**src/logic/elinkPkg.sv**
```systemverilog
`default_nettype none

package elinkPkg;

  // Delimiter carried with every word
  typedef enum logic [1:0]
  {
    kindData = 2'b00,
    kindSof  = 2'b01,
    kindEof  = 2'b10
  } wordKindT;

  // Framed word, used at the ports and between blocks
  typedef struct packed
  {
    wordKindT   kind;
    logic [7:0] data;
  } elinkWordT;

  // One push from the dispatcher into a lane FIFO
  typedef struct packed
  {
    logic      push;
    elinkWordT word;
  } laneReqT;

  // SOF and EOF words carry no payload over the link
  localparam logic [7:0] delimData = 8'h00;

endpackage

`default_nettype wire

```
**src/logic/codingPkg.sv**
```systemverilog
`default_nettype none

package codingPkg;

  typedef enum logic
  {
    rdNeg = 1'b0,
    rdPos = 1'b1
  } disparityT;

  // Bits in transmission order, a on bit 9 down to j on bit 0
  typedef struct packed
  {
    logic [9:0] bits;
  } symbolT;

  typedef struct packed
  {
    logic       isK;
    logic [7:0] code;
  } ctrlCodeT;

  localparam ctrlCodeT kSof   = '{isK: 1'b1, code: 8'h3C}; // K28.1
  localparam ctrlCodeT kEof   = '{isK: 1'b1, code: 8'hDC}; // K28.6
  localparam ctrlCodeT kComma = '{isK: 1'b1, code: 8'hBC}; // K28.5

  // 5b/6b abcdei at RD-, bit 6 set when inverted at RD+
  localparam logic [6:0] tbl5b6b [32] = '{
    7'b1_100111, 7'b1_011101, 7'b1_101101, 7'b0_110001,
    7'b1_110101, 7'b0_101001, 7'b0_011001, 7'b1_111000,
    7'b1_111001, 7'b0_100101, 7'b0_010101, 7'b0_110100,
    7'b0_001101, 7'b0_101100, 7'b0_011100, 7'b1_010111,
    7'b1_011011, 7'b0_100011, 7'b0_010011, 7'b0_110010,
    7'b0_001011, 7'b0_101010, 7'b0_011010, 7'b1_111010,
    7'b1_110011, 7'b0_100110, 7'b0_010110, 7'b1_110110,
    7'b0_001110, 7'b1_101110, 7'b1_011110, 7'b1_101011
  };

  // 3b/4b fghj at RD-, same flag convention
  localparam logic [4:0] tbl3b4b [8] = '{
    5'b1_1011, 5'b0_1001, 5'b0_0101, 5'b1_1100,
    5'b1_1101, 5'b0_1010, 5'b0_0110, 5'b1_1110
  };

  localparam logic [5:0] k28SixB   = 6'b001111; // K28 at RD-
  localparam logic [3:0] alt7FourB = 4'b0111;   // D.x.A7 at RD-

  // K28.5 at RD-, first symbol after reset
  localparam symbolT symCommaNeg = '{bits: 10'b0011111010};

endpackage

`default_nettype wire

```
**src/logic/elinkDispatcher.sv**
```systemverilog
`timescale 1ns/1ps
`default_nettype none

module elinkDispatcher
  import elinkPkg::*;
#(
  parameter int Lanes     = 4,
  parameter int FifoDepth = 4
) (
  input  logic                  bitClk,
  input  logic                  rstN,
  input  elinkWordT             inWord,
  input  logic                  inValid,
  output logic                  inReady,
  output laneReqT [Lanes-1:0]   laneReq,
  input  logic    [Lanes-1:0]   creditReturn
);

  localparam int PtrW = (Lanes > 1) ? $clog2(Lanes) : 1;
  localparam int CntW = $clog2(FifoDepth + 1);

  logic [CntW-1:0] credit [Lanes];
  logic [PtrW-1:0] ptr;
  logic            accept;

  assign inReady = (credit[ptr] != '0); // Only the lane under the pointer counts
  assign accept  = inValid && inReady;

  always_comb
  begin
    for (int i = 0; i < Lanes; i++)
    begin
      laneReq[i].push = accept && (ptr == PtrW'(i));
      laneReq[i].word = inWord;
    end
  end

  always_ff @(posedge bitClk)
  begin
    if (!rstN)
    begin
      ptr <= '0;
      for (int i = 0; i < Lanes; i++)
        credit[i] <= CntW'(FifoDepth);
    end
    else
    begin
      if (accept)
        ptr <= (ptr == PtrW'(Lanes - 1)) ? '0 : ptr + 1'b1;
      for (int i = 0; i < Lanes; i++)
      begin
        // Push and return together cancel out
        case ({laneReq[i].push, creditReturn[i]})
          2'b10:   credit[i] <= credit[i] - 1'b1;
          2'b01:   credit[i] <= credit[i] + 1'b1;
          default: credit[i] <= credit[i];
        endcase
      end
    end
  end

endmodule

`default_nettype wire

```
**src/logic/enc8b10b.sv**
```systemverilog
`timescale 1ns/1ps
`default_nettype none

module enc8b10b
  import elinkPkg::*;
  import codingPkg::*;
(
  input  logic      bitClk,
  input  logic      rstN,
  input  elinkWordT word,
  input  logic      load,
  input  logic      isIdle,
  output symbolT    symbol
);

  disparityT  rd, rdMid, rdNext;
  ctrlCodeT   code;
  logic [4:0] x;
  logic [2:0] y;
  logic [5:0] six;
  logic [3:0] four;
  logic       useAlt7;
  logic [9:0] nextBits;

  always_comb
  begin
    if (isIdle)
      code = kComma;
    else
    begin
      case (word.kind)
        kindSof: code = kSof;
        kindEof: code = kEof;
        default: code = '{isK: 1'b0, code: word.data};
      endcase
    end
    x = code.code[4:0];
    y = code.code[7:5];

    if (code.isK)
      six = (rd == rdPos) ? ~k28SixB : k28SixB;
    else
      six = (tbl5b6b[x][6] && rd == rdPos) ? ~tbl5b6b[x][5:0] : tbl5b6b[x][5:0];
    rdMid = ($countones(six) != 3) ? ((rd == rdNeg) ? rdPos : rdNeg) : rd;

    // A7 avoids a run of five across the sub-blocks
    useAlt7 = !code.isK && (y == 3'd7) &&
              ((rdMid == rdNeg && (x == 5'd17 || x == 5'd18 || x == 5'd20)) ||
               (rdMid == rdPos && (x == 5'd11 || x == 5'd13 || x == 5'd14)));

    if (code.isK)
      four = (rd == rdPos) ? ~tbl3b4b[y][3:0] : tbl3b4b[y][3:0]; // K follows start RD
    else if (useAlt7)
      four = (rdMid == rdPos) ? ~alt7FourB : alt7FourB;
    else
      four = (tbl3b4b[y][4] && rdMid == rdPos) ? ~tbl3b4b[y][3:0] : tbl3b4b[y][3:0];

    nextBits = {six, four};
    rdNext   = ($countones(nextBits) != 5) ? ((rd == rdNeg) ? rdPos : rdNeg) : rd;
  end

  always_ff @(posedge bitClk)
  begin
    if (!rstN)
    begin
      symbol.bits <= ~symCommaNeg.bits; // Second comma after reset, RD+
      rd          <= rdNeg;
    end
    else if (load)
    begin
      symbol.bits <= nextBits;
      rd          <= rdNext;
    end
  end

endmodule

`default_nettype wire

```
**src/logic/elinkLane.sv**
```systemverilog
`timescale 1ns/1ps
`default_nettype none

module elinkLane
  import elinkPkg::*;
  import codingPkg::*;
#(
  parameter int FifoDepth = 4
) (
  input  logic       bitClk,
  input  logic       rstN,
  input  laneReqT    req,
  output logic       creditReturn,
  output logic [1:0] elinkOut
);

  localparam int PtrW = (FifoDepth > 1) ? $clog2(FifoDepth) : 1;
  localparam int CntW = $clog2(FifoDepth + 1);

  elinkWordT       mem [FifoDepth];
  logic [PtrW-1:0] wrPtr;
  logic [PtrW-1:0] rdPtr;
  logic [CntW-1:0] count;
  logic [2:0]      phase;    // Pair index within the symbol
  logic [9:0]      shiftReg;
  logic            empty;
  logic            pop;
  symbolT          encSym;

  assign empty        = (count == '0);
  assign pop          = (phase == 3'd0) && !empty;
  assign creditReturn = pop;
  assign elinkOut     = shiftReg[9:8]; // Earlier bit on bit 1

  // Encoder sees the FIFO head at every boundary, comma if empty
  enc8b10b enc_i (
    .bitClk (bitClk),
    .rstN   (rstN),
    .word   (mem[rdPtr]),
    .load   (phase == 3'd0),
    .isIdle (empty),
    .symbol (encSym)
  );

  always_ff @(posedge bitClk)
  begin
    if (req.push)
      mem[wrPtr] <= req.word;
  end

  always_ff @(posedge bitClk)
  begin
    if (!rstN)
    begin
      wrPtr    <= '0;
      rdPtr    <= '0;
      count    <= '0;
      phase    <= 3'd1;              // Reset comma already under way
      shiftReg <= symCommaNeg.bits;
    end
    else
    begin
      if (req.push)
        wrPtr <= (wrPtr == PtrW'(FifoDepth - 1)) ? '0 : wrPtr + 1'b1;
      if (pop)
        rdPtr <= (rdPtr == PtrW'(FifoDepth - 1)) ? '0 : rdPtr + 1'b1;

      case ({req.push, pop})
        2'b10:   count <= count + 1'b1;
        2'b01:   count <= count - 1'b1;
        default: count <= count;
      endcase

      phase <= (phase == 3'd4) ? 3'd0 : phase + 1'b1;

      // Symbol from the previous boundary goes out now
      if (phase == 3'd0)
        shiftReg <= encSym.bits;
      else
        shiftReg <= {shiftReg[7:0], 2'b00};
    end
  end

endmodule

`default_nettype wire

```
**src/logic/elinkCollector.sv**
```systemverilog
`timescale 1ns/1ps
`default_nettype none

module elinkCollector
  import elinkPkg::*;
  import codingPkg::*;
#(
  parameter int Lanes = 4
) (
  input  logic                  bitClk,
  input  logic                  rstN,
  input  logic [Lanes-1:0][1:0] elinkIn,
  output elinkWordT             outWord,
  output logic                  outValid,
  output logic                  linkUp
);

  localparam int PtrW = (Lanes > 1) ? $clog2(Lanes) : 1;

  typedef enum logic [1:0] {alHunt, alCand, alLocked} alignStateT;

  typedef struct packed
  {
    logic      ok;
    elinkWordT word;
  } decodeT;

  alignStateT      alState   [Lanes];
  logic [7:0]      win       [Lanes];
  logic [2:0]      cnt       [Lanes];
  logic [2:0]      markPhase [Lanes]; // Candidate offset, then locked offset
  logic [9:0]      curr      [Lanes];
  decodeT          dec       [Lanes];
  elinkWordT       slot      [Lanes];
  logic [Lanes-1:0] commaHit, lockedVec, newValid, slotFull;
  logic [PtrW-1:0] rrPtr;
  logic            emitSlot;
  logic            emitNew;

  // Reverse table lookup, commas give ok low
  function automatic decodeT decodeSym(input logic [9:0] s);
    decodeT     d;
    logic [5:0] six;
    logic [3:0] four;
    logic [3:0] fk;
    logic       hit6;
    logic       hit4;
    d    = '{ok: 1'b0, word: '{kind: kindData, data: 8'h00}};
    six  = s[9:4];
    four = s[3:0];
    hit6 = 1'b0;
    hit4 = 1'b0;
    if (six == k28SixB || six == ~k28SixB)
    begin
      fk = (six == k28SixB) ? four : ~four;
      if (fk == tbl3b4b[1][3:0])
        d = '{ok: 1'b1, word: '{kind: kindSof, data: delimData}};
      else if (fk == tbl3b4b[6][3:0])
        d = '{ok: 1'b1, word: '{kind: kindEof, data: delimData}};
    end
    else
    begin
      for (int x = 0; x < 32; x++)
        if (six == tbl5b6b[x][5:0] || (tbl5b6b[x][6] && six == ~tbl5b6b[x][5:0]))
        begin
          d.word.data[4:0] = 5'(x);
          hit6 = 1'b1;
        end
      for (int y = 0; y < 8; y++)
        if (four == tbl3b4b[y][3:0] || (tbl3b4b[y][4] && four == ~tbl3b4b[y][3:0]))
        begin
          d.word.data[7:5] = 3'(y);
          hit4 = 1'b1;
        end
      if (four == alt7FourB || four == ~alt7FourB)
      begin
        d.word.data[7:5] = 3'd7;
        hit4 = 1'b1;
      end
      d.ok = hit6 && hit4; // Unknown symbols are dropped
    end
    return d;
  endfunction

  always_comb
  begin
    for (int i = 0; i < Lanes; i++)
    begin
      curr[i]      = {win[i], elinkIn[i]}; // Includes the pair arriving now
      commaHit[i]  = (curr[i] == symCommaNeg.bits) || (curr[i] == ~symCommaNeg.bits);
      lockedVec[i] = (alState[i] == alLocked);
      dec[i]       = decodeSym(curr[i]);
      newValid[i]  = lockedVec[i] && (cnt[i] == markPhase[i]) && dec[i].ok;
    end
    emitSlot = slotFull[rrPtr];
    emitNew  = !emitSlot && newValid[rrPtr];
  end

  always_ff @(posedge bitClk)
  begin
    if (!rstN)
    begin
      for (int i = 0; i < Lanes; i++)
      begin
        alState[i]   <= alHunt;
        win[i]       <= '0;
        cnt[i]       <= 3'd0;
        markPhase[i] <= 3'd0;
      end
      slotFull <= '0;
      rrPtr    <= '0;
      outValid <= 1'b0;
      linkUp   <= 1'b0;
    end
    else
    begin
      for (int i = 0; i < Lanes; i++)
      begin
        win[i] <= curr[i][7:0];
        cnt[i] <= (cnt[i] == 3'd4) ? 3'd0 : cnt[i] + 1'b1;
        case (alState[i])
          alHunt:
            if (commaHit[i])
            begin
              alState[i]   <= alCand;
              markPhase[i] <= cnt[i];
            end
          alCand:
            if (commaHit[i])
            begin
              if (cnt[i] == markPhase[i])
                alState[i] <= alLocked; // Same offset twice
              else
                markPhase[i] <= cnt[i];
            end
          default: ;
        endcase

        // Lanes ahead of the pointer park their word
        if (newValid[i] && !(emitNew && rrPtr == PtrW'(i)))
          slotFull[i] <= 1'b1;
        else if (emitSlot && rrPtr == PtrW'(i))
          slotFull[i] <= 1'b0;
      end

      outValid <= emitSlot || emitNew;
      if (emitSlot || emitNew)
        rrPtr <= (rrPtr == PtrW'(Lanes - 1)) ? '0 : rrPtr + 1'b1;
      linkUp <= linkUp || (&lockedVec); // Sticky
    end
  end

  always_ff @(posedge bitClk)
  begin
    outWord <= emitSlot ? slot[rrPtr] : dec[rrPtr].word;
    for (int i = 0; i < Lanes; i++)
      if (newValid[i])
        slot[i] <= dec[i].word;
  end

endmodule

`default_nettype wire

```
**src/logic/elinkTxTop.sv**
```systemverilog
`timescale 1ns/1ps
`default_nettype none

module elinkTxTop
  import elinkPkg::*;
#(
  parameter int Lanes     = 4,
  parameter int FifoDepth = 4
) (
  input  logic                  bitClk,
  input  logic                  rstN,
  input  elinkWordT             inWord,
  input  logic                  inValid,
  output logic                  inReady,
  output elinkWordT             outWord,
  output logic                  outValid,
  output logic                  linkUp,
  output logic [Lanes-1:0][1:0] elinkOut
);

  laneReqT [Lanes-1:0] laneReq;
  logic    [Lanes-1:0] creditReturn;

  elinkDispatcher #(
    .Lanes     (Lanes),
    .FifoDepth (FifoDepth)
  ) dispatcher_i (
    .bitClk       (bitClk),
    .rstN         (rstN),
    .inWord       (inWord),
    .inValid      (inValid),
    .inReady      (inReady),
    .laneReq      (laneReq),
    .creditReturn (creditReturn)
  );

  for (genvar i = 0; i < Lanes; i++)
  begin : gLane
    elinkLane #(
      .FifoDepth (FifoDepth)
    ) lane_i (
      .bitClk       (bitClk),
      .rstN         (rstN),
      .req          (laneReq[i]),
      .creditReturn (creditReturn[i]),
      .elinkOut     (elinkOut[i])
    );
  end

  // Receive check taps the same pairs that leave the chip
  elinkCollector #(
    .Lanes (Lanes)
  ) collector_i (
    .bitClk   (bitClk),
    .rstN     (rstN),
    .elinkIn  (elinkOut),
    .outWord  (outWord),
    .outValid (outValid),
    .linkUp   (linkUp)
  );

endmodule

`default_nettype wire

```
**config.mk**
```make
export PLATFORM = sky130hd
export DESIGN_NAME = elinkTxTop
export DESIGN_NICKNAME = d
export VERILOG_FILES = /design/src/logic/elinkPkg.sv /design/src/logic/codingPkg.sv /design/src/logic/elinkDispatcher.sv /design/src/logic/enc8b10b.sv /design/src/logic/elinkLane.sv /design/src/logic/elinkCollector.sv /design/src/logic/elinkTxTop.sv
export SDC_FILE = /design/constraint.sdc
export NUM_CORES = 1
export LEC_CHECK = 0
export BUFFER_PORTS_ARGS = -buffer_cell sky130_fd_sc_hd__buf_2
export CORE_ASPECT_RATIO = 1.75
export CORE_MARGIN = 4
export CORE_UTILIZATION = 40
export CTS_CLUSTER_DIAMETER = 120
export DETAILED_ROUTE_END_ITERATION = 12
export PLACE_DENSITY = 0.53
export RECOVER_POWER = 25
export SYNTH_ARGS = -nofsm -noshare
export SYNTH_HDL_FRONTEND = slang
export SYNTH_SLANG_ARGS = --single-unit
```
**constraint.sdc**
```tcl
create_clock -name bitClk -period 9.5 [get_ports bitClk]
set_input_delay 0.475 -clock bitClk [delete_from_list [all_inputs] [get_ports bitClk]]
set_output_delay 0.475 -clock bitClk [all_outputs]
set_load 0.05 [all_outputs]
```
==> run metrics <==
routability cong. 0.849; measured slew at the worst slew-check pin 1.14 ns; RSZ-0062 raised after global routing true; busiest grt layer met2; worst hold path endpoint gLane[2].lane_i.phase[0]; Rel. slew slack 0.219; Worst Setup End Kind flip-flop; grt total ovfl 0; full die area 68500 um^2; Arr. time, crit path 9.34 ns; Synth Warn # 0; Initial Utilization 0.405; Tcrit/Tclk final 0.938; met1 Use GR 0.194; Placed Area 26400 um^2; Worst Setup Start Kind flip-flop; Max stage delay on crit path 0.56 ns; vias per cell 5.51; Final Skew 0.0107 ns; Internal 4.31 mW; Async SR Flop Fraction 0; nets@finish 2736; final core utilization 0.440; max-cap violation count 0; vias in the first global route 18638; Worst-path clk slew 0.06 ns; total CTS buffers 42; drt total wl 61500 um; Die W 200 um; Avg Inst Size Synth 9.90 um^2; power per cell area 239 nW/um^2; antenna cells 0; CTS tree yes; library cells used by synthesis 95; ratio of cells with drive above 1 in the final layout 0.0954; Total Power 6.69 mW; Crit-path slowest cell mux4_2; worst hold path class in -> reg; met2 usage 0.343; status complete, no violations; GRT met3 Usage 0.0178; Hold Fails Final Rpt 0; # IOs 34; fin area 27900 um^2; maximum fanout along the worst path 8; synthesized area 25700 um^2; drt wl/cell 18.2 um; Die Y 343 um; FP Rows 122; pin count of the biggest net entering global routing 72; number of I/O port buffers 33; CP Class reg -> reg; setup TNS 0 ns; EDFF count, synth 232; register bit total from synthesis 432; endpoints failing setup 0; f_max 112 MHz; TritonRoute pass-1 iters 5; Synth area leader edfxtp_1; clock period minus worst slack 8.91 ns; non-filler cells, final 3374; Final ANT Viol Nets 0; Final Slew Violations 0; Seq pwr share 0.331; switching part of the total 0.356; P_sw 2.38 mW; instance count of the mapped netlist 2595; Syn Nets 2797; Synth area leaders edfxtp_1 27%, dfxtp_1 16%, ha_1 7.7%; Hold Path Origin rstN; H-tree depth 2; R2R Setup Slk 0.59 ns; Overall Global Routing Usage 0.177; clk_lat worst skew 0.56 ns; Peak supply drop 0.000200 V; CTS Root Cell clkbuf_16; area grow syn2layout 8.76%; WP data required 9.93 ns; Top FF cell, synth edfxtp_1; Filler cells 6033; worst-case clock buffer depth 3; worst reg2reg path depth 35; Vias 18601; placed cells 3294; Post-route DRC 0; Comb pwr share 0.397; DP HPWL 44700 um; area of the core 63500 um^2; depth of the worst hold-timing path 2; RR Endpoint gLane[0].lane_i.enc_i.rd; CTS sink cnt 432; DRT iter0 DRCs 1004; initial antenna violation count 0; first-pass GRT wire length 98700 um; post-synth top area share 0.271; leakage power 10.4 nW; Clock power frac 0.272; post-synthesis sequential area ratio 0.427
## logic make-up (layout without fill, tap and decap cells)
logic type                 after synthesis  count (layout)  synth area share
and+or+nand+nor                        865             865             0.166
AOI/OAI and AO/OA                      569             569             0.147
DFF                                    432             432             0.427
buffers and inverters                  339             312            0.0534
adders and majority gates              191             191             0.102
muxes                                  109             109            0.0732
xor gates and xnor gates                90              90            0.0307
## cell usage after synthesis, drive strengths merged (29+ instances only)
| library cell | instances |
|---|---|
| nand2 | 261 |
| edfxtp | 232 |
| dfxtp | 200 |
| nor2 | 191 |
| inv | 171 |
| a21oi | 161 |
| ha | 158 |
| clkbuf | 112 |
| o21ai | 111 |
| mux4 | 59 |
| nor3 | 59 |
| buf | 56 |
| nand3 | 55 |
| nor2b | 53 |
| xor2 | 48 |
| and2 | 44 |
| xnor2 | 42 |
| and3 | 41 |
| nand2b | 41 |
| mux2i | 39 |
| fa | 31 |
| o211ai | 30 |
| or3 | 30 |
| a211oi | 29 |
| o22ai | 29 |
## sequential cells by signal, indices dropped and copies added, names as in the netlist, 4 cells and up, named ones only
register and flops:
collector_i.alState 8, collector_i.cnt 12, collector_i.markPhase 12, collector_i.outWord 10, collector_i.slot 40, collector_i.slotFull 4, collector_i.win 32, dispatcher_i.credit 12
gLane.lane_i.count 12, gLane.lane_i.enc_i.rd 4, gLane.lane_i.enc_i.symbol 40, gLane.lane_i.mem 160, gLane.lane_i.phase 12, gLane.lane_i.rdPtr 8, gLane.lane_i.shiftReg 40, gLane.lane_i.wrPtr 8
## worst max-delay path by stage
stage / end / slack (ns) / cells after the start
global route: gLane[1].lane_i.enc_i.rd / -0.02 / 35
finish: gLane[0].lane_i.enc_i.rd / 0.59 / 35
global placement: gLane[1].lane_i.enc_i.rd / 0.43 / 36
CTS: gLane[1].lane_i.enc_i.rd / 0.18 / 36
floorplan: gLane[1].lane_i.enc_i.rd / 0.43 / 40
detailed placement: gLane[1].lane_i.enc_i.rd / 0.19 / 36
## routing by layer
| metal | vias to the layer above | wire [um] |
|---|---|---|
| met3 | 101 | 1470 |
| met4 | 0 | 2680 |
| met2 | 262 | 33600 |
| met1 | 9039 | 23700 |
| met5 | - | 0 |
| li1 | 9199 | - |
## final cells by class
cell class	instances	area (um^2)	share of cell area
inverters	171	644	0.0231
clock buffers	60	1250	0.0449
well taps	806	1010	0.0361
flip-flops and latches	432	11000	0.393
clock inverters	18	254	0.00909
repair buffers	63	380	0.0136
multi-input cells	1824	13400	0.481
## cell usage in the layout (no fill, tap or decap), types with 38 or more instances in the layout
master	n
nand2_1	260
edfxtp_1	232
xnor2_1	42
inv_1	170
nor2b_1	51
nor2_1	187
xor2_1	48
clkbuf_16	46
mux4_2	52
ha_1	157
o21ai_0	108
nand3_1	55
nand2b_1	41
and2_1	41
a21oi_1	160
and3_1	41
nor3_1	58
dfxtp_1	197
mux2i_1	38
## power groups by stage
stage / logic (mW) / clock network, mW / registers, mW
after global placement: 2.52 / 0 / 2.25
after global routing: 3.05 / 1.95 / 2.23
after floorplan: 2.06 / 0 / 2.22
after CTS: 2.66 / 1.88 / 2.22
after detailed placement: 2.63 / 0 / 2.26
final: 2.65 / 1.82 / 2.22
## per-stage QoR
step	hold WS (ns)	setup slack (ns)
2_1_floorplan	0.417	0.433
3_3_place_gp	0.424	0.427
3_5_place_dp	0.429	0.192
4_1_cts	0.313	0.184
5_1_grt	0.395	-0.0235
6_report	0.387	0.590
## repair_timing
item	4_1_cts	5_1_grt
endpoints found under the setup margin	0	4
resized for setup	0	14
buffers inserted	0	2
hold endpoints to repair	0	0
hold buffers	0	0
## critical path: cells and delay by family (launching register included)
kind / cells / cell delay, ns
compound gates: 7 / 1.51
xor+xnor: 3 / 0.54
fa+ha+maj: 10 / 3.80
buf+inv: 5 / 0.46
flops: 1 / 0.50
mux: 2 / 0.76
simple gates: 8 / 1.20
Power figures use the tool's default switching activity.
